$ cat src/rtl/rvFrontendPkg.sv
package rvFrontendPkg;

    // base widths
    localparam int xlenW    = 32;
    localparam int instrW   = 32;
    localparam int regAddrW = 5;

    // instruction memory geometry, 256 words
    localparam int imemDepth = 256;
    localparam int imemAddrW = $clog2(imemDepth); // word index, byte bits dropped

    typedef logic [xlenW-1:0]     xlenT;     // pc or address
    typedef logic [instrW-1:0]    instrT;    // one instruction word
    typedef logic [regAddrW-1:0]  regAddrT;  // x0..x31
    typedef logic [imemAddrW-1:0] imemAddrT;

    localparam instrT nopInstr = 32'h0000_0013; // addi x0,x0,0
    localparam xlenT  resetPc  = '0;

    // cycles spent in waiting after startProcess
    localparam logic [1:0] startWait = 2'd2;

    // major opcodes, inst[6:0]
    localparam logic [6:0] opLoad   = 7'b000_0011;
    localparam logic [6:0] opStore  = 7'b010_0011;
    localparam logic [6:0] opOpImm  = 7'b001_0011;
    localparam logic [6:0] opOp     = 7'b011_0011;
    localparam logic [6:0] opBranch = 7'b110_0011;
    localparam logic [6:0] opLui    = 7'b011_0111;
    localparam logic [6:0] opAuipc  = 7'b001_0111;
    localparam logic [6:0] opJal    = 7'b110_1111;
    localparam logic [6:0] opJalr   = 7'b110_0111;

    typedef struct packed {
        xlenT  pc;
        instrT instr;
    } fetchT; // 64 bits

    // bubble pair used on reset and on flush
    localparam fetchT nopFetch = '{pc: '0, instr: nopInstr};

    typedef struct packed {
        logic taken;
        xlenT target;
    } redirectT; // from EX, 33 bits

    typedef struct packed {
        logic    memRead;
        regAddrT rd;
    } exLoadT; // instruction sitting in EX

    typedef struct packed {
        xlenT       pc;
        logic [6:0] opcode;
        regAddrT    rd;
        regAddrT    rs1;
        regAddrT    rs2;
        logic [2:0] funct3;
        logic [6:0] funct7;
        xlenT       imm;
    } decodedT; // 96 bits

    typedef enum logic [1:0] {
        idle,
        waiting,
        working
    } ifIdStateT;

endpackage
$ cat src/rtl/instructionDecoder.sv
`timescale 1ns/10ps

module instructionDecoder (
    input  rvFrontendPkg::fetchT   ifIdOut,
    output rvFrontendPkg::decodedT decoded
);
    import rvFrontendPkg::*;

    instrT ins;
    xlenT  immI;
    xlenT  immS;
    xlenT  immB;
    xlenT  immU;
    xlenT  immJ;

    assign ins = ifIdOut.instr;

    // all formats built in parallel, opcode picks one
    // sign bit is always inst[31]
    assign immI = {{20{ins[31]}}, ins[31:20]};
    assign immS = {{20{ins[31]}}, ins[31:25], ins[11:7]};
    assign immB = {{19{ins[31]}}, ins[31], ins[7], ins[30:25], ins[11:8], 1'b0};
    assign immU = {ins[31:12], 12'b0};
    assign immJ = {{11{ins[31]}}, ins[31], ins[19:12], ins[20], ins[30:21], 1'b0};

    always_comb begin
        decoded.pc     = ifIdOut.pc;
        decoded.opcode = ins[6:0];
        decoded.rd     = ins[11:7];
        decoded.funct3 = ins[14:12];
        decoded.rs1    = ins[19:15];
        decoded.rs2    = ins[24:20];
        decoded.funct7 = ins[31:25];

        case (ins[6:0])
            opLoad, opOpImm, opJalr: begin
                decoded.imm = immI;
            end
            opStore: begin
                decoded.imm = immS;
            end
            opBranch: begin
                decoded.imm = immB; // byte offset, lsb zero
            end
            opLui, opAuipc: begin
                decoded.imm = immU;
            end
            opJal: begin
                decoded.imm = immJ;
            end
            opOp: begin
                decoded.imm = '0; // register-register, no immediate
            end
            default: begin
                decoded.imm = '0;
            end
        endcase
    end

endmodule

$ cat config.mk
export PLATFORM = sky130hd
export DESIGN_NAME = instructionDecoder
export DESIGN_NICKNAME = d
export VERILOG_FILES = /design/src/rtl/rvFrontendPkg.sv /design/src/rtl/instructionDecoder.sv
export SDC_FILE = /design/constraint.sdc
export NUM_CORES = 1
export LEC_CHECK = 0
export BUFFER_PORTS_ARGS = -buffer_cell sky130_fd_sc_hd__clkbuf_2
export CAP_MARGIN = 20
export CORE_MARGIN = 10
export CORE_UTILIZATION = 27
export DETAILED_ROUTE_END_ITERATION = 12
export GPL_TIMING_DRIVEN = 0
export MAX_ROUTING_LAYER = met4
export PLACE_DENSITY = 0.79
export SLEW_MARGIN = 10
export SYNTH_ARGS = -nofsm -noshare
export SYNTH_HDL_FRONTEND = slang
export SYNTH_SLANG_ARGS = --single-unit
$ cat constraint.sdc
create_clock -name vclk -period 1.1
set_clock_uncertainty 0.1 [all_clocks]
set_input_delay 0.055 -clock vclk [all_inputs]
set_output_delay 0.055 -clock vclk [all_outputs]
set_load 0.01 [all_outputs]
==> results.md <==
Worst setup path:
- The slowest stage of the critical path belongs to the cell sky130_fd_sc_hd__or3b_4.
- The worst setup path is of the in2out kind.
- The maximum fanout count along the critical path is 5.
- The critical path contains buffers and inverters numbering 3 combined.
- The required time of the critical path is 0.94 ns.
- The type of element launching the critical path is an input port.
- The delay contributed by the slowest stage of the critical path is 0.43 ns.
- STA puts the critical path data arrival time at about 1.2 ns.
- The family with the most delay on the worst path is simple AND/OR/NAND/NOR gates.
- The worst setup path is captured at an output pin.
- Traced cell by cell, the critical path runs through buf_8 -> buf_6 -> or3b_4 -> a21oi_4 -> a21o_2 -> buf_6.
- The cell type with the highest occurrence count on the critical path is sky130_fd_sc_hd__buf_6.

Final layout:
- Once layout is done, the placed cells without fillers occupy 2050 um2.
- Cells fill 56.1% of the core in the end.
- The repair_antennas step left the layout with diodes totalling 0.
- The number of nets in the finished design is approximately 350.
- The filler cell count in the final layout is around 360.
- Leaving out fill and tap cells, the most frequent cell in the layout is sky130_fd_sc_hd__clkbuf_2.
- In the layout the commonest cells are 95 x sky130_fd_sc_hd__clkbuf_2, 76 x sky130_fd_sc_hd__buf_4, 17 x sky130_fd_sc_hd__buf_2, 16 x sky130_fd_sc_hd__buf_6, 12 x sky130_fd_sc_hd__nand3_1.
- The area growth from synthesis to layout is 100%.
- Leaving out filler cells and counting taps, the final layout contains 329.
- The clock buffers instantiated in the layout total 0.
- The count of sequential standard cells is 0.
- Of the cells placed in the final design, the portion with a size suffix greater than 1 is 85.4%.
- Across the whole layout, storage elements account for 0 um2.

Yosys:
- The synthesized design spends more area on one cell type than any other, namely sky130_fd_sc_hd__buf_4.
- Of the post-synthesis cell area, the dominant cell type holds 47.5%.
- Yosys printed 0 warnings.
- The number of nets produced by synthesis is 207.
- The register area share after synthesis is 0%.
- Counting distinct cell types in the post-synthesis netlist gives 33.
- The cell count after synthesis came out at approximately 140.
- In the post-synthesis netlist, the biggest area contributors are sky130_fd_sc_hd__buf_4 48%, sky130_fd_sc_hd__a21o_2 6.8%, sky130_fd_sc_hd__nand3_1 6.3%.
- The post-synthesis average cell area is around 7.2 um2.
- The netlist area before placement is 1030 um2.

GRT:
- The pin count of the biggest net entering global routing is 11.
- The total track usage is 13.4%.
- The via count of the first global-routing pass is 1562.
- The initial antenna violation count came to 0.
- The first global-routing pass estimated between 7 and 8 mm of wire.
- The sum of overflow across all layers after global routing is 0.

STA:
- Setup repair after global routing could not meet its margin everywhere.
- The number of endpoints with negative hold slack in the final report came to 0.
- The fmax is 748 MHz.
- Measured against its own limit, the worst slew margin works out to 56.1%.
- The total negative setup slack is -5.04 ns.
- The max-slew violation total from the final report is 0.
- For the pin with the worst max-slew slack, the measured transition is 0.659 ns.
- Across all hold checks on the routed design, the worst slack comes to 0.201 ns.
- The final clock period utilization by the worst path is 121%.
- Setup violations remaining at the end of the flow were counted as 32.
- The routed design could run at a clock period as short as 1.34 ns.
- The least setup slack across all paths after layout is -0.236 ns.

Power:
- The internal power of the cells totals 383 uW.
- Power spread over the standard cell area amounts to 335 nW/um2.
- Sequential cells account for 0% of the total power.
- The combinational share of power is 100.0%.
- Summed over all cells, the static leakage comes to 1.23 nW.
- The switching power is 305 uW.
- The worst-case IR drop observed on VDD is 0.210 mV.
- Net switching is 44.3% of the power.
- The share of total power dissipated in the clock network is 0%.

Route:
- Dividing the detail-routed wire length by the instance count gives ~16 um.
- The residual antenna-violating net count after detailed routing is 0.
- The total length of routed wires is 5.40 mm.
- Summing over every cut layer, the via total after detailed routing is around 1.5k.
- In the routed design, unresolved DRC markers number 0.
- The DRC marker count from the first detailed-route iteration is 19.
- The pre-antenna-repair detailed-routing pass consisted of 4 iterations.
- After detailed routing, the number of vias per cell comes to 4.43.

Floorplanning:
- The die covers 6670 um2.
- The placement row count is 22.
- For this configuration, the core starts out at a cell density of between 20 and 30%.
- In this run the vertical extent of the chip is 81.7 um.
- The top-level I/O count is 160.
- The area of the core is 3660 um2.
- The horizontal extent of the die is 81.7 um.

Outcome:
- The final reports fail on setup timing.
- The flow ran to the end, but the final reports show violations.

Placement:
- The instance count after placement with tap cells included is 317.
- Routability-driven placement finished with a final weighted congestion of between 0.7 and 0.8.
- In this run the tool buffered the top-level ports with 126 buffer cells.
- In this run the cell area measured after placement is 1720 um2.
- The wire-length estimate of the detail-placed layout is 4.55 mm.

Hold path:
- The launch point of the worst hold path is ifIdOut[47].
- The cell depth of the worst hold path is 2.
- The path with the worst hold slack has its endpoint at decoded[79].
- The worst hold path belongs to the class in2out.

Job:
- The number of max-capacitance violations reported is 0.
-- cell usage after synthesis (2+ instances only) --
master and n:
sky130_fd_sc_hd__nand2_1 2, sky130_fd_sc_hd__o21a_1 2, sky130_fd_sc_hd__a22o_1 4, sky130_fd_sc_hd__a21o_2 8, sky130_fd_sc_hd__and3b_2 2, sky130_fd_sc_hd__nor2b_1 4
sky130_fd_sc_hd__o21ai_0 12, sky130_fd_sc_hd__buf_2 4, sky130_fd_sc_hd__nand3_1 13, sky130_fd_sc_hd__buf_4 65, sky130_fd_sc_hd__clkbuf_1 3, sky130_fd_sc_hd__and2b_1 3
-- worst max-delay path by stage --
stage,from,endpoint,depth (start not counted)
after global placement,ifIdOut[3],decoded[13],7
final,ifIdOut[6],decoded[18],6
after detailed placement,ifIdOut[3],decoded[16],7
after CTS,ifIdOut[6],decoded[16],6
after floorplan,ifIdOut[2],decoded[20],5
after global routing,ifIdOut[6],decoded[16],6
-- metrics by stage --
| stage | power (mW) | setup WS [ns] |
|---|---|---|
| finish | 0.688 | -0.236 |
| global route | 0.741 | -0.276 |
| CTS | 0.638 | -0.281 |
| detailed placement | 0.603 | -0.344 |
| global placement | 0.595 | -0.336 |
| floorplan | 0.350 | -0.0213 |
-- kinds of logic (layout without fill, tap and decap cells) --
group | after synthesis | in the layout | share of synthesized area (%)
muxes | 1 | 1 | 0.974
and+or+nand+nor | 35 | 35 | 22.2
buffers and inverters | 74 | 211 | 52.0
AOI/OAI and AO/OA | 33 | 34 | 24.8
-- power groups by stage --
| stage | Sequential [mW] | Clock (mW) | Combinational [mW] |
|---|---|---|---|
| final | 0 | 0 | 0.688 |
| after global routing | 0 | 0 | 0.741 |
| after CTS | 0 | 0 | 0.638 |
| after detailed placement | 0 | 0 | 0.603 |
| after global placement | 0 | 0 | 0.595 |
| after floorplan | 0 | 0 | 0.350 |
-- cell type report --
cell class	instances	area, um2	share of cell area, %
Buffer	72	554	27.0
Inverter	1	3.75	0.183
Multi-Input combinational cell	70	612	29.8
Tap cell	48	60.1	2.92
Timing Repair Buffer	138	825	40.1
-- timing repair --
action / in CTS / in global routing
buffers inserted: 4 / 6
endpoints found under the setup margin: 32 / 32
hold buffers: 0 / 0
pin swaps: 5 / 15
gates resized for setup: 12 / 73
gates cloned: 2 / 1
-- per-layer routing --
metal / global-route usage [%] / vias to the layer above / share of wire (%)
met4: 1.02 / 0 / 0.67
met3: 4.48 / 6 / 11
met5: - / - / 0
met2: 24.9 / 96 / 53
met1: 13.9 / 645 / 35
li1: - / 709 / -
No activity file was read; power rests on OpenSTA's default activity.
