### src/rtl/rvFrontendPkg.sv
package rvFrontendPkg;

    // base widths
    localparam int xlenW    = 32;
    localparam int instrW   = 32;
    localparam int regAddrW = 5;

    // instruction memory geometry, 256 words
    localparam int imemDepth = 256;
    localparam int imemAddrW = $clog2(imemDepth); // word index, byte bits dropped

    typedef logic [xlenW-1:0]     xlenT;     // pc or address
    typedef logic [instrW-1:0]    instrT;    // one instruction word
    typedef logic [regAddrW-1:0]  regAddrT;  // x0..x31
    typedef logic [imemAddrW-1:0] imemAddrT;

    localparam instrT nopInstr = 32'h0000_0013; // addi x0,x0,0
    localparam xlenT  resetPc  = '0;

    // cycles spent in waiting after startProcess
    localparam logic [1:0] startWait = 2'd2;

    // major opcodes, inst[6:0]
    localparam logic [6:0] opLoad   = 7'b000_0011;
    localparam logic [6:0] opStore  = 7'b010_0011;
    localparam logic [6:0] opOpImm  = 7'b001_0011;
    localparam logic [6:0] opOp     = 7'b011_0011;
    localparam logic [6:0] opBranch = 7'b110_0011;
    localparam logic [6:0] opLui    = 7'b011_0111;
    localparam logic [6:0] opAuipc  = 7'b001_0111;
    localparam logic [6:0] opJal    = 7'b110_1111;
    localparam logic [6:0] opJalr   = 7'b110_0111;

    typedef struct packed {
        xlenT  pc;
        instrT instr;
    } fetchT; // 64 bits

    // bubble pair used on reset and on flush
    localparam fetchT nopFetch = '{pc: '0, instr: nopInstr};

    typedef struct packed {
        logic taken;
        xlenT target;
    } redirectT; // from EX, 33 bits

    typedef struct packed {
        logic    memRead;
        regAddrT rd;
    } exLoadT; // instruction sitting in EX

    typedef struct packed {
        xlenT       pc;
        logic [6:0] opcode;
        regAddrT    rd;
        regAddrT    rs1;
        regAddrT    rs2;
        logic [2:0] funct3;
        logic [6:0] funct7;
        xlenT       imm;
    } decodedT; // 96 bits

    typedef enum logic [1:0] {
        idle,
        waiting,
        working
    } ifIdStateT;

endpackage
### src/rtl/hazardDetection.sv
`timescale 1ns/10ps

module hazardDetection (
    input  rvFrontendPkg::decodedT decoded,
    input  rvFrontendPkg::exLoadT  exLoad,
    output logic                   stall,
    output logic                   ifIdWrite
);
    import rvFrontendPkg::*;

    logic srcMatch; // EX load target feeds a decode source
    logic rdLive;   // x0 never creates a dependency

    assign srcMatch = (exLoad.rd == decoded.rs1) || (exLoad.rd == decoded.rs2);
    assign rdLive   = (exLoad.rd != regAddrT'(0));

    // load-use, data arrives one cycle too late to forward
    assign stall     = exLoad.memRead && rdLive && srcMatch;
    assign ifIdWrite = !stall;

endmodule

### config.mk
export PLATFORM = sky130hd
export DESIGN_NAME = hazardDetection
export DESIGN_NICKNAME = d
export VERILOG_FILES = /design/src/rtl/rvFrontendPkg.sv /design/src/rtl/hazardDetection.sv
export SDC_FILE = /design/constraint.sdc
export NUM_CORES = 1
export LEC_CHECK = 0
export BUFFER_PORTS_ARGS = -buffer_cell sky130_fd_sc_hd__buf_2
export CAP_MARGIN = 20
export CORE_MARGIN = 2
export CORE_UTILIZATION = 10
export DETAILED_ROUTE_END_ITERATION = 7
export PLACE_DENSITY = 0.92
export SYNTH_ARGS = -nofsm -noshare
export SYNTH_HDL_FRONTEND = slang
export SYNTH_SLANG_ARGS = --single-unit
### constraint.sdc
create_clock -name vclk -period 1.9
set_clock_uncertainty 0.2 [all_clocks]
set_input_delay 0.38 -clock vclk [all_inputs]
set_output_delay 0.38 -clock vclk [all_outputs]
set_load 0.1 [all_outputs]
==> results.py, run 1 <==
metrics = {
    "outcome": {
        "status": "finished with violations",
        "failed_checks": "setup timing",
    },
    "cells_and_area": {
        "flops_and_latches": 0,
        "multi_input_area_um2": 140,
        "nFillCells": 154,
        "nets": 142,
        "fin_cells": 53,
        "clkbuf_count": 0,
        "diodes": 0,
        "register_area_um2": 0,
        "syn2layout_area_growth_pct": 115,
        "drive_gt1_frac": 0.579,
    },
    "worst_setup_path": {
        "cp_max_fo": 3,
        "endpoint_kind": "output port",
        "cpPeakStageDelay_ps": 520,
        "crit_chain": "buf_8 > or4_4 > o211ai_1 > buf_12",
        "worstPathRequired_ps": 1320,
        "crit_type": "primary input to output port",
        "cp.arrival_ps": 1520,
        "worst-path-buf-inv": 2,
        "critical_path.slowest_cell": "or4_4",
        "crit_path_start_kind": "primary input",
        "critical-path-top-delay-family": "simple AND/OR/NAND/NOR gates",
    },
    "global_route": {
        "grt_max_degree": 4,
        "overflow": 0,
        "antenna_found_initial": 0,
        "grt_pass1_vias": 206,
        "grt_usage": 0.0634,
        "grt_pass1_wl_um": 945,
    },
    "power_and_ir_drop": {
        "power_switching_uw": 33.3,
        "p_int_uw": 39.8,
        "combinationalPowerShare": 1.000,
        "p_leak_uw": 0.000129,
        "p_seq_frac": 0,
        "vdd_drop_max_mv": 0.0832,
        "swShare": 0.455,
        "p_clk_frac": 0,
        "power.total_uw": 73.1,
        "p_per_area_mw_per_mm2": 242,
    },
    "logic_synthesis": {
        "synth-seq-area-share": 0,
        "synth_compound_area_frac": 0.170,
        "synth_top_family_by_area": "XOR/XNOR gates",
        "synth-adder-area-share": 0,
        "synth_area_um2": 140,
        "synth_top_area_cell": "xnor2_1",
        "synth_area_leaders": "xnor2_1, or4_4, nand3_1",
        "synth_xor_area_frac": 0.625,
        "yosys.area_share.simple": 0.205,
        "synth_top_area_share": 0.625,
        "synthDistinctLibCells": 7,
        "synth.net_count": 120,
        "synth_cells": 18,
        "synthMuxAreaShare": 0,
        "synth-warning-count": 0,
        "avgSynthCellArea_um2": 7.79,
    },
    "die": {
        "die_h_um": 41.4,
        "die_area_mm2": 0.00172,
        "initial_core_util": 0.108,
        "ios": 104,
        "core_mm2": 0.00130,
        "die_width_um": 41.4,
        "rows": 13,
    },
    "timing": {
        "rsz0062_at_grt": "yes",
        "setup_slack_ps": -195,
        "tns_ps": -320,
        "setup_violations": 2,
        "hold_viol_final": 0,
        "finalMaxSlewViolations": 0,
        "fin_crit_sh": 1.10,
        "max_slew_margin": 0.799,
        "tightest_slew_ps": 300,
        "period_needed_ps": 2100,
        "maxClockFrequency_mhz": 477,
    },
    "route": {
        "drtPass1Iterations": 1,
        "finalWirelength_um": 503,
        "drc": 0,
        "via_count": 197,
        "avgRoutedWirePerCell_um": 9.49,
        "drt_iter0_drc": 0,
        "vias_per_cell": 3.72,
        "antenna_left": 0,
    },
    "placed_design": {
        "dpl.cell_count": 52,
        "dp_hpwl_um": 447,
        "routabilityCongestion": 0.714,
        "io_buffers": 18,
    },
    "worst_hold_path": {
        "min_path_type": "primary input to output port",
    },
    "job": {
        "cap_violations": 0,
    },
    "clock_network": {
        "cts-hold-fix-buffers": 0,
    },
}
## worst paths after layout
path,from,to,slack [ps],depth (start not counted)
max,exLoad[3],ifIdWrite,-200,4
min,exLoad[5],stall,960,3
## synth_stat cells
cell and number:
o211ai_1 1, o22ai_1 1, xnor2_1 10, nand2_1 2
or4_4 1, nand3_1 2, o211a_1 1
## layout make-up
| cell class | instances | share of cell area |
|---|---|---|
| Tap cell | 15 | 0.0622 |
| Timing Repair Buffer | 20 | 0.473 |
| Multi-Input combinational cell | 18 | 0.465 |
## power by group through the flow
| stage | sequential, µW | combinational, µW | clock [µW] |
|---|---|---|---|
| 2_1_floorplan | 0 | 36.4 | 0 |
| 3_3_place_gp | 0 | 66.2 | 0 |
| 3_5_place_dp | 0 | 67.2 | 0 |
| 4_1_cts | 0 | 73.8 | 0 |
| 5_1_grt | 0 | 80.2 | 0 |
| 6_report | 0 | 73.1 | 0 |
## worst min-delay path: cells and delay by family
family / cells / cell delay [ps]
AO/OA/AOI/OAI: 1 / 110
buffers and inverters: 2 / 280
## layer usage
metal | wire [µm] | part of all wire | track usage
met1 | 243 | 0.48 | 0.0987
met2 | 220 | 0.44 | 0.100
met3 | 40 | 0.080 | 0.00435
met4 | 0 | 0 | 0
met5 | 0 | 0 | 0
## metrics by stage
step | util | setup WS [ps] | hold WS, ps | cell area [µm²]
after floorplan | - | -1060 | 835 | 140
after global placement | 0.209 | -252 | 954 | 272
after detailed placement | 0.209 | -256 | 971 | 272
after CTS | 0.232 | -205 | 956 | 302
after global routing | 0.232 | -233 | 967 | 302
final | 0.232 | -195 | 956 | 302
## cell usage in the layout, fill, tap and decap left out, drive strengths merged
cell,count
xnor2,10
o211a,1
nand2,2
buf,20
or4,1
nand3,2
o211ai,1
o22ai,1
## cell families (layout without fill, tap and decap cells)
family / after synthesis / count (layout)
compound gates: 3 / 3
buf+inv: 0 / 20
simple gates: 5 / 5
xor+xnor: 10 / 10
## repair_timing
| action | 4_1_cts | 5_1_grt |
|---|---|---|
| resized for setup | 7 | 0 |
| setup endpoints to repair | 2 | 2 |
| setup buffers | 1 | 0 |
| hold endpoints to repair | 0 | 0 |
| pin swaps | 2 | 1 |
No activity file was read; power rests on OpenSTA's default activity.
==> run 2: changes to the inputs <==
- clock period: 1.9 -> 2.2 ns (I/O delays scaled with it)
==> run 2 against run 1 <==
The run now ends clean. Wire length rose by 0.20%. Utilization is 0.87 points lower. Sequential share of layout area is the same. First-iteration DRC count increased by 1. Count of clock-buffer cells in the layout did not move. Cell count shrank 1.9%. Flip-flop and latch count stayed put. Worst setup slack improved by 200 ps. Via count up 1.5%. Cell area down 3.7%. Worst hold slack better by 130 ps. Largest power group unchanged.
==> results.py, run 2 (synthesis results as in run 1) <==
metrics = {
    "die": {
        "die_width_um": 41.4,
        "die_h_um": 41.4,
        "ios": 104,
        "rows": 13,
        "initial_core_util": 0.108,
        "core_mm2": 0.00130,
        "die_area_mm2": 0.00172,
    },
    "placed_design": {
        "dpl_cell_area_um2": 264,
        "dpl.cell_count": 51,
        "routabilityCongestion": 0.707,
        "io_buffers": 18,
        "place_worst_setup_slack_ps": -77.1,
    },
    "cells_and_area": {
        "final_cell_mix": "buf_2, xnor2_1, nand3_1, nand2_1, buf_4",
        "diodes": 0,
        "register_area_um2": 0,
        "drive_gt1_frac": 0.541,
        "clkbuf_count": 0,
        "layout_commonest_cell": "buf_2",
        "nFillCells": 157,
        "fin_cells": 52,
        "nets": 141,
        "flops_and_latches": 0,
        "syn2layout_area_growth_pct": 107,
        "design_area_um2": 290,
    },
    "power_and_ir_drop": {
        "p_per_area_mw_per_mm2": 211,
        "p_seq_frac": 0,
        "vdd_drop_max_mv": 0.0970,
        "power_switching_uw": 28.4,
        "combinationalPowerShare": 1.000,
        "power.total_uw": 61.2,
        "p_clk_frac": 0,
        "swShare": 0.465,
        "p_int_uw": 32.7,
        "p_leak_uw": 0.000131,
    },
    "global_route": {
        "grt_pass1_vias": 198,
        "grt_usage": 0.0571,
        "antenna_found_initial": 0,
        "overflow": 0,
        "grt_pass1_wl_um": 841,
        "grt_max_degree": 5,
    },
    "route": {
        "drtPass1Iterations": 2,
        "drt_iter0_drc": 1,
        "finalWirelength_um": 504,
        "via_count": 200,
        "vias_per_cell": 3.85,
        "drc": 0,
        "antenna_left": 0,
        "avgRoutedWirePerCell_um": 9.69,
    },
    "worst_setup_path": {
        "critical_path.slowest_cell": "or4_4",
        "critical-path-top-delay-family": "simple AND/OR/NAND/NOR gates",
        "cp.arrival_ps": 1560,
        "worst-path-buf-inv": 2,
        "endpoint_kind": "output port",
        "crit_type": "primary input to output port",
        "cp_max_fo": 3,
        "crit_path_start_kind": "primary input",
        "crit_chain": "buf_8 > or4_4 > o211ai_1 > buf_12",
        "cpPeakStageDelay_ps": 530,
        "worstPathRequired_ps": 1560,
    },
    "outcome": {
        "status": "completed",
    },
    "timing": {
        "rsz0062_at_grt": "yes",
        "max_slew_margin": 0.817,
        "setup_violations": 0,
        "tightest_slew_ps": 274,
        "hold_viol_final": 0,
        "period_needed_ps": 2200,
        "finalMaxSlewViolations": 0,
        "fin_crit_sh": 0.998,
        "maxClockFrequency_mhz": 455,
        "setup_slack_ps": 4.31,
    },
    "worst_hold_path": {
        "min_path_type": "primary input to output port",
    },
    "clock_network": {
        "cts-hold-fix-buffers": 0,
    },
    "job": {
        "cap_violations": 0,
    },
}
-- run 2: cell count changes in the layout (fill, tap and decap cells not counted) --
cell / before / now
o211a_1: 0 / 1
o211a_2: 1 / 0
buf_6: 2 / 1
-- run 2: metal layers --
layer  track usage  routed length (µm)
met1        0.0805                 221
met2         0.100                 234
met3       0.00435                  48
met5             0                   0
met4             0                   0
-- run 2: tightest hold or removal path: cells and delay by family --
family,cells,cell delay (ps)
buffers and inverters,2,280
AOI/OAI and AO/OA,1,120
-- run 2: cell type report --
cell class                 count  area [µm²]  share of cell area
tap                           15        18.8              0.0647
multi-input combinational     18         140               0.483
timing repair buffer          19         131               0.453
-- run 2: final timing paths --
path / startpoint / end / cells past startpoint
worst max-delay path: exLoad[3] / ifIdWrite / 4
worst min-delay path: exLoad[5] / ifIdWrite / 3
-- run 2: power by group through the flow --
stage	registers (µW)	logic, µW	clock network, µW
final	0	61.2	0
after global routing	0	66.8	0
after CTS	0	62.0	0
after detailed placement	0	56.9	0
after global placement	0	55.6	0
after floorplan	0	31.3	0
-- run 2: what timing repair did --
item,CTS,global route
resized for setup,6,0
endpoints found under the setup margin,2,1
endpoints found under the hold margin,0,0
pin swaps,2,1
setup buffers,1,0
-- run 2: through the flow --
step	hold WS, ps	setup TNS, ps	util
floorplan	1110	-882	-
global placement	1070	-46.9	0.203
detailed placement	1080	-101	0.203
CTS	1080	-11.8	0.223
global route	1090	-7.67	0.223
finish	1080	0	0.223
