===== config.mk =====
export PLATFORM = sky130hd
export DESIGN_NAME = pcGenerator
export DESIGN_NICKNAME = d
export VERILOG_FILES = /design/src/rtl/rvFrontendPkg.sv /design/src/rtl/pcGenerator.sv
export SDC_FILE = /design/constraint.sdc
export NUM_CORES = 1
export LEC_CHECK = 0
export BUFFER_PORTS_ARGS = -buffer_cell sky130_fd_sc_hd__buf_2
export CAP_MARGIN = 0
export CORE_ASPECT_RATIO = 1.75
export CORE_MARGIN = 1
export CORE_UTILIZATION = 37
export DETAILED_ROUTE_END_ITERATION = 12
export PLACE_DENSITY_LB_ADDON = 0.3
export SETUP_SLACK_MARGIN = 0.5
export SYNTH_ARGS = -nofsm -noshare
export SYNTH_HDL_FRONTEND = slang
export SYNTH_SLANG_ARGS = --single-unit

===== constraint.sdc =====
create_clock -name clk -period 2.2 [get_ports clk]
set_input_delay 0.33 -clock clk [delete_from_list [all_inputs] [get_ports clk]]
set_output_delay 0.33 -clock clk [all_outputs]
set_load 0.005 [all_outputs]

===== src/rtl/rvFrontendPkg.sv =====
package rvFrontendPkg;

    // base widths
    localparam int xlenW    = 32;
    localparam int instrW   = 32;
    localparam int regAddrW = 5;

    // instruction memory geometry, 256 words
    localparam int imemDepth = 256;
    localparam int imemAddrW = $clog2(imemDepth); // word index, byte bits dropped

    typedef logic [xlenW-1:0]     xlenT;     // pc or address
    typedef logic [instrW-1:0]    instrT;    // one instruction word
    typedef logic [regAddrW-1:0]  regAddrT;  // x0..x31
    typedef logic [imemAddrW-1:0] imemAddrT;

    localparam instrT nopInstr = 32'h0000_0013; // addi x0,x0,0
    localparam xlenT  resetPc  = '0;

    // cycles spent in waiting after startProcess
    localparam logic [1:0] startWait = 2'd2;

    // major opcodes, inst[6:0]
    localparam logic [6:0] opLoad   = 7'b000_0011;
    localparam logic [6:0] opStore  = 7'b010_0011;
    localparam logic [6:0] opOpImm  = 7'b001_0011;
    localparam logic [6:0] opOp     = 7'b011_0011;
    localparam logic [6:0] opBranch = 7'b110_0011;
    localparam logic [6:0] opLui    = 7'b011_0111;
    localparam logic [6:0] opAuipc  = 7'b001_0111;
    localparam logic [6:0] opJal    = 7'b110_1111;
    localparam logic [6:0] opJalr   = 7'b110_0111;

    typedef struct packed {
        xlenT  pc;
        instrT instr;
    } fetchT; // 64 bits

    // bubble pair used on reset and on flush
    localparam fetchT nopFetch = '{pc: '0, instr: nopInstr};

    typedef struct packed {
        logic taken;
        xlenT target;
    } redirectT; // from EX, 33 bits

    typedef struct packed {
        logic    memRead;
        regAddrT rd;
    } exLoadT; // instruction sitting in EX

    typedef struct packed {
        xlenT       pc;
        logic [6:0] opcode;
        regAddrT    rd;
        regAddrT    rs1;
        regAddrT    rs2;
        logic [2:0] funct3;
        logic [6:0] funct7;
        xlenT       imm;
    } decodedT; // 96 bits

    typedef enum logic [1:0] {
        idle,
        waiting,
        working
    } ifIdStateT;

endpackage

===== src/rtl/pcGenerator.sv =====
`timescale 1ns/10ps

module pcGenerator (
    input  logic                    clk,
    input  logic                    rstN,
    input  logic                    run,        // IF/ID in working state
    input  rvFrontendPkg::redirectT redirect,
    input  logic                    ifIdWrite,  // low while load-use stall
    output rvFrontendPkg::xlenT     nextPc
);
    import rvFrontendPkg::*;

    xlenT pc; // address of the word currently held by the fetch register

    // next-PC select, redirect first, then stall, then sequential
    always_comb begin
        if (!run) begin
            nextPc = resetPc; // keep refetching word 0 until the pipe runs
        end else if (redirect.taken) begin
            nextPc = redirect.target;
        end else if (!ifIdWrite) begin
            nextPc = pc; // hold, memory rereads the same word
        end else begin
            nextPc = pc + xlenT'(4);
        end
    end

    // pc and the memory output register load on the same edge,
    // so pc always matches fetch.pc
    always_ff @(posedge clk or negedge rstN) begin
        if (!rstN) begin
            pc <= resetPc;
        end else begin
            pc <= nextPc;
        end
    end

endmodule


==> out/qor.yml, run 1 <==
timing:
  fmax_ghz: 0.4111
  finClkSkew_ns: 0.006915
  fin_crit_ns: 2.432
  rsz0062_at_grt: "yes"
  setup_ws_ns: -0.2323
  worst_pin_slew_ns: 0.7773
  slew_violations: 0
  relSlewSlack: 0.4818
  fin_hold_ws_ns: 0.1093
  finalSetupViolations: 19
  min_period_over_period: 1.106
  hold_violations: 0
clock_tree:
  clock_latency_ns: 0.29
  clock_path_buffers: 2
  cts_tree: "done"
  cts_made_buffers: 5
  cts_root_buffer: "clkbuf_8"
  clock-sinks: 32
  htree_levels: 2
  ctsHoldBuffers: 0
  clkTransAtPathRegs_ns: 0.07
yosys:
  yosys.area.top_type: "dfrtp_1"
  synthFlopType: "dfrtp_1"
  postSynthAreaPerCell_um2: 8.808
  synth_area_leaders: "dfrtp_1 40%, o21ai_0 5.6%, xnor2_1 4.0%, nand2_1 3.8%, nor3_1 3.5%"
  netlist.area_leader.share: 0.4040
  netlist_instances: 225
  async_flop_share: 1.000
  ys_ff_latch: 32
  ys_types: 42
  yosysSeqAreaShare: 0.4040
  synth_commonest_cells: "32 x dfrtp_1, 22 x o21ai_0, 20 x nand2_1"
  synth_area_um2: 1982
  synth_fp_nets: 263
  synth_edf_count: 0
  yosys.cell_count.top_type: "dfrtp_1"
  ys.warnings.count: 0
cells_and_area:
  diodes: 0
  largest-register: "pc"
  final_nets: 403
  drive_above_1_share: 0.6093
  largestRegisters: "pc x32"
  final_cells: 420
  synthToLayoutAreaGrowth_pct: 80.56
  largest_reg_flops: 32
  final_area_um2: 3578
power_and_ir_drop:
  ir_drop_v: 0.0003698
  powerDensity_nw_per_um2: 432.8
  power_mw: 1.549
  power.leakage_nw: 1.761
global_routing:
  grt_max_degree: 33
  antenna_found_initial: 0
  grt_use_total: 0.2611
  grt_pass1_wl_mm: 11.49
  gr-total-overflow: 0
  grt_pass1_vias: 2457
route:
  drc: 4
  detail_route.wl_per_cell_um: 17.95
  routed.top_layer: "met4"
  drtPass1Iterations: 8
  vias: 2508
  first_iter_violations: 104
  via_per_inst: 5.971
  met2_length_mm: 4.165
  wl_met3_um: 351
  drt_wl_total_mm: 7.539
  met1_length_mm: 2.738
  ant_nets: 0
worst_setup_path:
  r2r_cells: 10
  r2r_slack_ns: 0.12
  path_max_fanout: 4
  end_kind: "output port"
  rr_endpoint: "pc[20]"
  startpoint_type: "register"
  crit_type: "reg2out"
  worstPathRequired_ns: 1.87
  arrival_ns: 2.10
  rr_startpoint: "pc[9]"
status:
  violations: "design-rule violations, negative setup slack"
  status: "finished with violations"
die:
  chipHeight_um: 98.82
  fp.coreArea_um2: 5062
  start_util: 0.3915
  io_pins: 69
  dieArea_um2: 5665
  rows: 34
  die_x_um: 57.33
place:
  placed_area_um2: 2665
  post-dp-hpwl_mm: 4.317
  place_worst_setup_slack_ns: 0.01854
  place_congestion: 0.8801
  place.port_buffers: 68
  dp_cells: 366
job:
  maxCapViolCount: 0
worst_hold_path:
  hp-class: "in2async"
layout by cell type (no fill, tap or decap), drive strengths merged, types with 2 or more instances in the layout:
cell type	count
buf	148
dfrtp	32
o21ai	22
nand2	20
nor3	14
nand4	12
nand3	11
clkbuf	9
xnor2	9
nor4	8
nor2	8
a21oi	8
a211oi	7
and4	7
o211a	6
nor2b	5
a311oi	5
xor2	4
or3	3
nand2b	3
mux2i	3
and3	3
or4	2
or2	2
and2	2
a31oi	2
cells by family (layout without fill, tap and decap cells):
logic type,Yosys count,count (layout),synth area share
AOI/OAI and AO/OA,57,57,0.1913
xor gates and xnor gates,13,13,0.05745
adders and majority gates,1,1,0.006312
buffers and inverters,18,159,0.03724
DFF,32,32,0.4040
muxes,3,3,0.01515
and+or+nand+nor,101,101,0.2885
what timing repair did:
action	CTS	global route
setup buffers	33	12
gates resized for setup	64	34
hold endpoints to repair	0	0
pin swaps	42	32
gates cloned	1	0
setup endpoints to repair	37	45
per-layer routing:
| layer | global-route usage | vias up |
|---|---|---|
| met4 | 0.1257 | 0 |
| met5 | 0 | - |
| met2 | 0.4796 | 96 |
| met3 | 0.04856 | 26 |
| met1 | 0.2780 | 1256 |
| li1 | - | 1130 |
power by group:
part	leakage (nW)	internal, mW	switching [mW]
Clock	0.0455	0.255	0.227
Combinational	1.30	0.208	0.194
Sequential	0.415	0.627	0.0377
Total	1.76	1.09	0.458
per-stage QoR:
step | utilization | TNS (ns)
after floorplan | - | 0
after global placement | 0.5264 | 0
after detailed placement | 0.5264 | 0
after CTS | 0.6545 | -0.9876
after global routing | 0.7069 | -3.590
final | 0.7069 | -1.802
how the worst max path moves through the flow:
| stage | from | slack (ns) | depth (start not counted) | endpoint |
|---|---|---|---|---|
| 2_1_floorplan | pc[2] | 0.03 | 6 | nextPc[22] |
| 3_3_place_gp | pc[22] | 0.04 | 5 | nextPc[25] |
| 3_5_place_dp | pc[22] | 0.02 | 5 | nextPc[28] |
| 4_1_cts | pc[22] | -0.18 | 5 | nextPc[25] |
| 5_1_grt | pc[3] | -0.29 | 8 | nextPc[17] |
| 6_report | pc[16] | -0.23 | 5 | nextPc[25] |
final cells by class:
| type | instances | area (µm²) |
|---|---|---|
| fillers | 346 | 1484 |
| multi-input cells | 175 | 1543 |
| repair buffers | 149 | 1069 |
| well taps | 54 | 67.56 |
| flip-flops and latches | 32 | 802.0 |
| clock buffers | 8 | 90.09 |
| inverters | 2 | 7.507 |
worst max-delay path: stages (launching register included):
cell and delay (ns):
dfrtp_1 0.36, nand4_1 0.15, or4_4 0.55, or3_4 0.34
a211oi_2 0.24, buf_2 0.16
(Power assumes the default switching activity.)
==> run 2: changes to the inputs <==
--- a/config.mk
+++ b/config.mk
@@ -5,11 +5,14 @@
 export SDC_FILE = /design/constraint.sdc
 export NUM_CORES = 1
 export LEC_CHECK = 0
+export ABC_AREA = 1
 export BUFFER_PORTS_ARGS = -buffer_cell sky130_fd_sc_hd__buf_2
 export CAP_MARGIN = 0
+export CELL_PAD_IN_SITES_DETAIL_PLACEMENT = 0
+export CELL_PAD_IN_SITES_GLOBAL_PLACEMENT = 1
 export CORE_ASPECT_RATIO = 1.75
 export CORE_MARGIN = 1
-export CORE_UTILIZATION = 37
+export CORE_UTILIZATION = 32
 export DETAILED_ROUTE_END_ITERATION = 12
 export PLACE_DENSITY_LB_ADDON = 0.3
 export SETUP_SLACK_MARGIN = 0.5
==> run 2 against run 1 <==
Effect of this change: the run now ends clean; combinational power decreased by 7.0%; first-iteration DRC count fell by 25%; synthesized area is 15% higher; clock skew is 0.0020 ns higher; largest power group is now the clock network; count of clock-buffer cells in the layout down 1; hold slack gained 0.015 ns; via count increased by 7.1%; cell count grew 32%; core utilization decreased by 17 points; clock power grew 80%; total power rose by 24%.
==> out/qor.yml, run 2 <==
worst_setup_path:
  path_max_fanout: 3  # -1
  slowest_stage: "dfrtp_2"
  startpoint_type: "register"
  r2r_slack_ns: 0.42  # +0.30 ns
  crit_type: "reg2out"
  path_buf_inv: 4  # +3
  critPathMaxStageDelay_ns: 0.41  # -0.14 ns
  end_kind: "output port"
  rr_endpoint: "pc[5]"
  arrival_ns: 1.83  # -0.27 ns
  path_depth: 10  # +5
  worstPathRequired_ns: 1.87  # about the same
  cp_cell_sequence: "ha_4 > nand2_4 > nor2_4 > inv_2 > buf_6 > or2_4 > nand3_2 > o211ai_1 > inv_1 > buf_2"
  rr_startpoint: "pc[3]"
  r2r_cells: 13  # +3
  crit_family: "simple AND/OR/NAND/NOR gates"
clock_tree:
  clock_path_buffers: 2  # unchanged
  clock_latency_ns: 0.28  # about the same
  ctsHoldBuffers: 0  # unchanged
  clkTransAtPathRegs_ns: 0.06  # about the same
  clock-sinks: 32  # unchanged
  cts_tree: "done"
  htree_levels: 2  # unchanged
  cts_root_buffer: "clkbuf_16"
  cts_made_buffers: 5  # unchanged
global_routing:
  gr-total-overflow: 0  # unchanged
  antenna_found_initial: 0  # unchanged
  grt_pass1_wl_mm: 11.76  # +2.3%
  grt_pass1_vias: 2583  # +5.1%
  grt_use_total: 0.2105  # -0.05062
  grt_max_degree: 33  # unchanged
cells_and_area:
  seq_area_um2: 808.3  # +0.78%
  largest-register: "pc"
  final_area_um2: 3659  # +2.2%
  final_nets: 507  # +26%
  multiInputGateArea_um2: 1569  # +1.7%
  largestRegisters: "pc x32"
  layout_common_cells: "64 x buf_2, 59 x nand2_1, 52 x nor2_1"
  largest_reg_flops: 32  # unchanged
  synthToLayoutAreaGrowth_pct: 61.01
  diodes: 0  # unchanged
  final_cells: 554  # +32%
  fill_cells: 658  # +90%
  final_common_cell: "buf_2"
  drive_above_1_share: 0.4617  # -0.1476
die:
  start_util: 0.3314  # -0.06011
  dieArea_um2: 7455  # +32%
  rows: 40  # +18%
  die_x_um: 65.70  # +15%
  fp.coreArea_um2: 6857  # +35%
  io_pins: 69  # unchanged
  chipHeight_um: 113.5  # +15%
yosys:
  synth_edf_count: 0  # unchanged
  synth_area_leaders: "dfrtp_1 35%, nand2_1 13%, nor2_1 12%, inv_1 8.8%, nand3_1 7.7%"
  netlist.area_leader.share: 0.3524  # -0.05162
  ys_types: 26  # -38%
  yosys.area.top_type: "dfrtp_1"
  synth_commonest_cells: "80 x nand2_1, 70 x nor2_1, 53 x inv_1"
  async_flop_share: 1.000  # unchanged
  netlist_instances: 356  # +58%
  yosysSeqAreaShare: 0.3524  # -0.05162
  ys.warnings.count: 0  # unchanged
  synth_area_um2: 2272  # +15%
  synth_fp_nets: 394  # +50%
  synthFlopType: "dfrtp_1"
  ys_ff_latch: 32  # unchanged
  postSynthAreaPerCell_um2: 6.383  # -28%
  yosys.cell_count.top_type: "nand2_1"
timing:
  finalSetupViolations: 0  # -19
  fin_crit_ns: 2.161  # -0.2712 ns
  finClkSkew_ns: 0.008916  # +0.002000 ns
  min_period_over_period: 0.9823  # -0.1233
  worst_pin_slew_ns: 0.7792  # +0.001935 ns
  slew_violations: 0  # unchanged
  hold_violations: 0  # unchanged
  relSlewSlack: 0.4805  # -0.001290
  fmax_ghz: 0.4627  # +13%
  rsz0062_at_grt: "yes"
place:
  post-dp-hpwl_mm: 5.317  # +23%
  place.port_buffers: 68  # unchanged
  place_congestion: 0.8516  # -3.2%
  dp_cells: 506  # +38%
  placed_area_um2: 2744  # +3.0%
status:
  status: "complete, no violations"
route:
  first_iter_violations: 78  # -25%
  drt_wl_total_mm: 7.727  # +2.5%
  vias: 2686  # +7.1%
  via_per_inst: 4.848  # -19%
  drc: 0  # -4
  ant_nets: 0  # unchanged
  detail_route.wl_per_cell_um: 13.95  # -22%
  drtPass1Iterations: 4  # -4
job:
  maxCapViolCount: 0  # unchanged
power_and_ir_drop:
  power.leakage_nw: 1.782  # +1.2%
  powerDensity_nw_per_um2: 524.8  # +21%
  ir_drop_v: 0.0003702  # +0.11%
  power_mw: 1.920  # +24%
worst_hold_path:
  hp-class: "in2async"
==> run 2: final cells by class <==
| class | instances | share of cell area |
|---|---|---|
| Clock inverter | 1 | 0.008208 |
| Inverter | 56 | 0.05814 |
| Tap cell | 84 | 0.02873 |
| Clock buffer | 7 | 0.04172 |
| Timing Repair Buffer | 115 | 0.2134 |
| Multi-Input combinational cell | 259 | 0.4289 |
| Sequential cell | 32 | 0.2209 |
==> run 2: kinds of logic after synthesis <==
group	count (synthesis)	synth area share
simple gates	222	0.4400
compound gates	33	0.08095
buf+inv	65	0.1096
xor+xnor	3	0.01157
flops	32	0.3524
fa+ha+maj	1	0.005506
==> run 2: worst max path at each step <==
stage / startpoint / to / slack (ns)
CTS: pc[6] / nextPc[23] / 0.06
finish: pc[3] / nextPc[6] / 0.04
detailed placement: pc[2] / nextPc[26] / 0.29
global placement: pc[3] / nextPc[26] / 0.30
global route: pc[3] / nextPc[26] / -0.03
floorplan: pc[2] / nextPc[18] / 0.56
==> run 2: what timing repair did <==
item,CTS,global route
pin swaps,12,26
setup endpoints to repair,30,32
resized for setup,50,74
buffers inserted,26,14
==> run 2: metrics by stage <==
stage / setup TNS [ns] / hold slack [ns] / utilization / setup WS [ns]
after detailed placement: 0 / 0.4575 / 0.4002 / 0.2947
after floorplan: 0 / 0.03441 / - / 0.5601
final: 0 / 0.1247 / 0.5336 / 0.03890
after global routing: -0.1310 / 0.1894 / 0.5336 / -0.03140
after CTS: 0 / 0.1573 / 0.4841 / 0.05544
after global placement: 0 / 0.4532 / 0.4002 / 0.2965
==> run 2: power breakdown <==
part / switching, mW / internal [mW] / total [mW] / leakage, nW
sequential: 0.0484 / 0.630 / 0.678 / 0.407
clock: 0.271 / 0.596 / 0.867 / 0.0901
combinational: 0.194 / 0.180 / 0.374 / 1.28
==> run 2: layer usage <==
metal,GRT usage,vias up,part of all wire,routed length (µm)
met5,0,-,0,0
met4,0.1174,0,0.038,296
met3,0.03600,22,0.034,259
met2,0.3898,65,0.56,4362
li1,-,1345,-,-
met1,0.2129,1254,0.36,2808
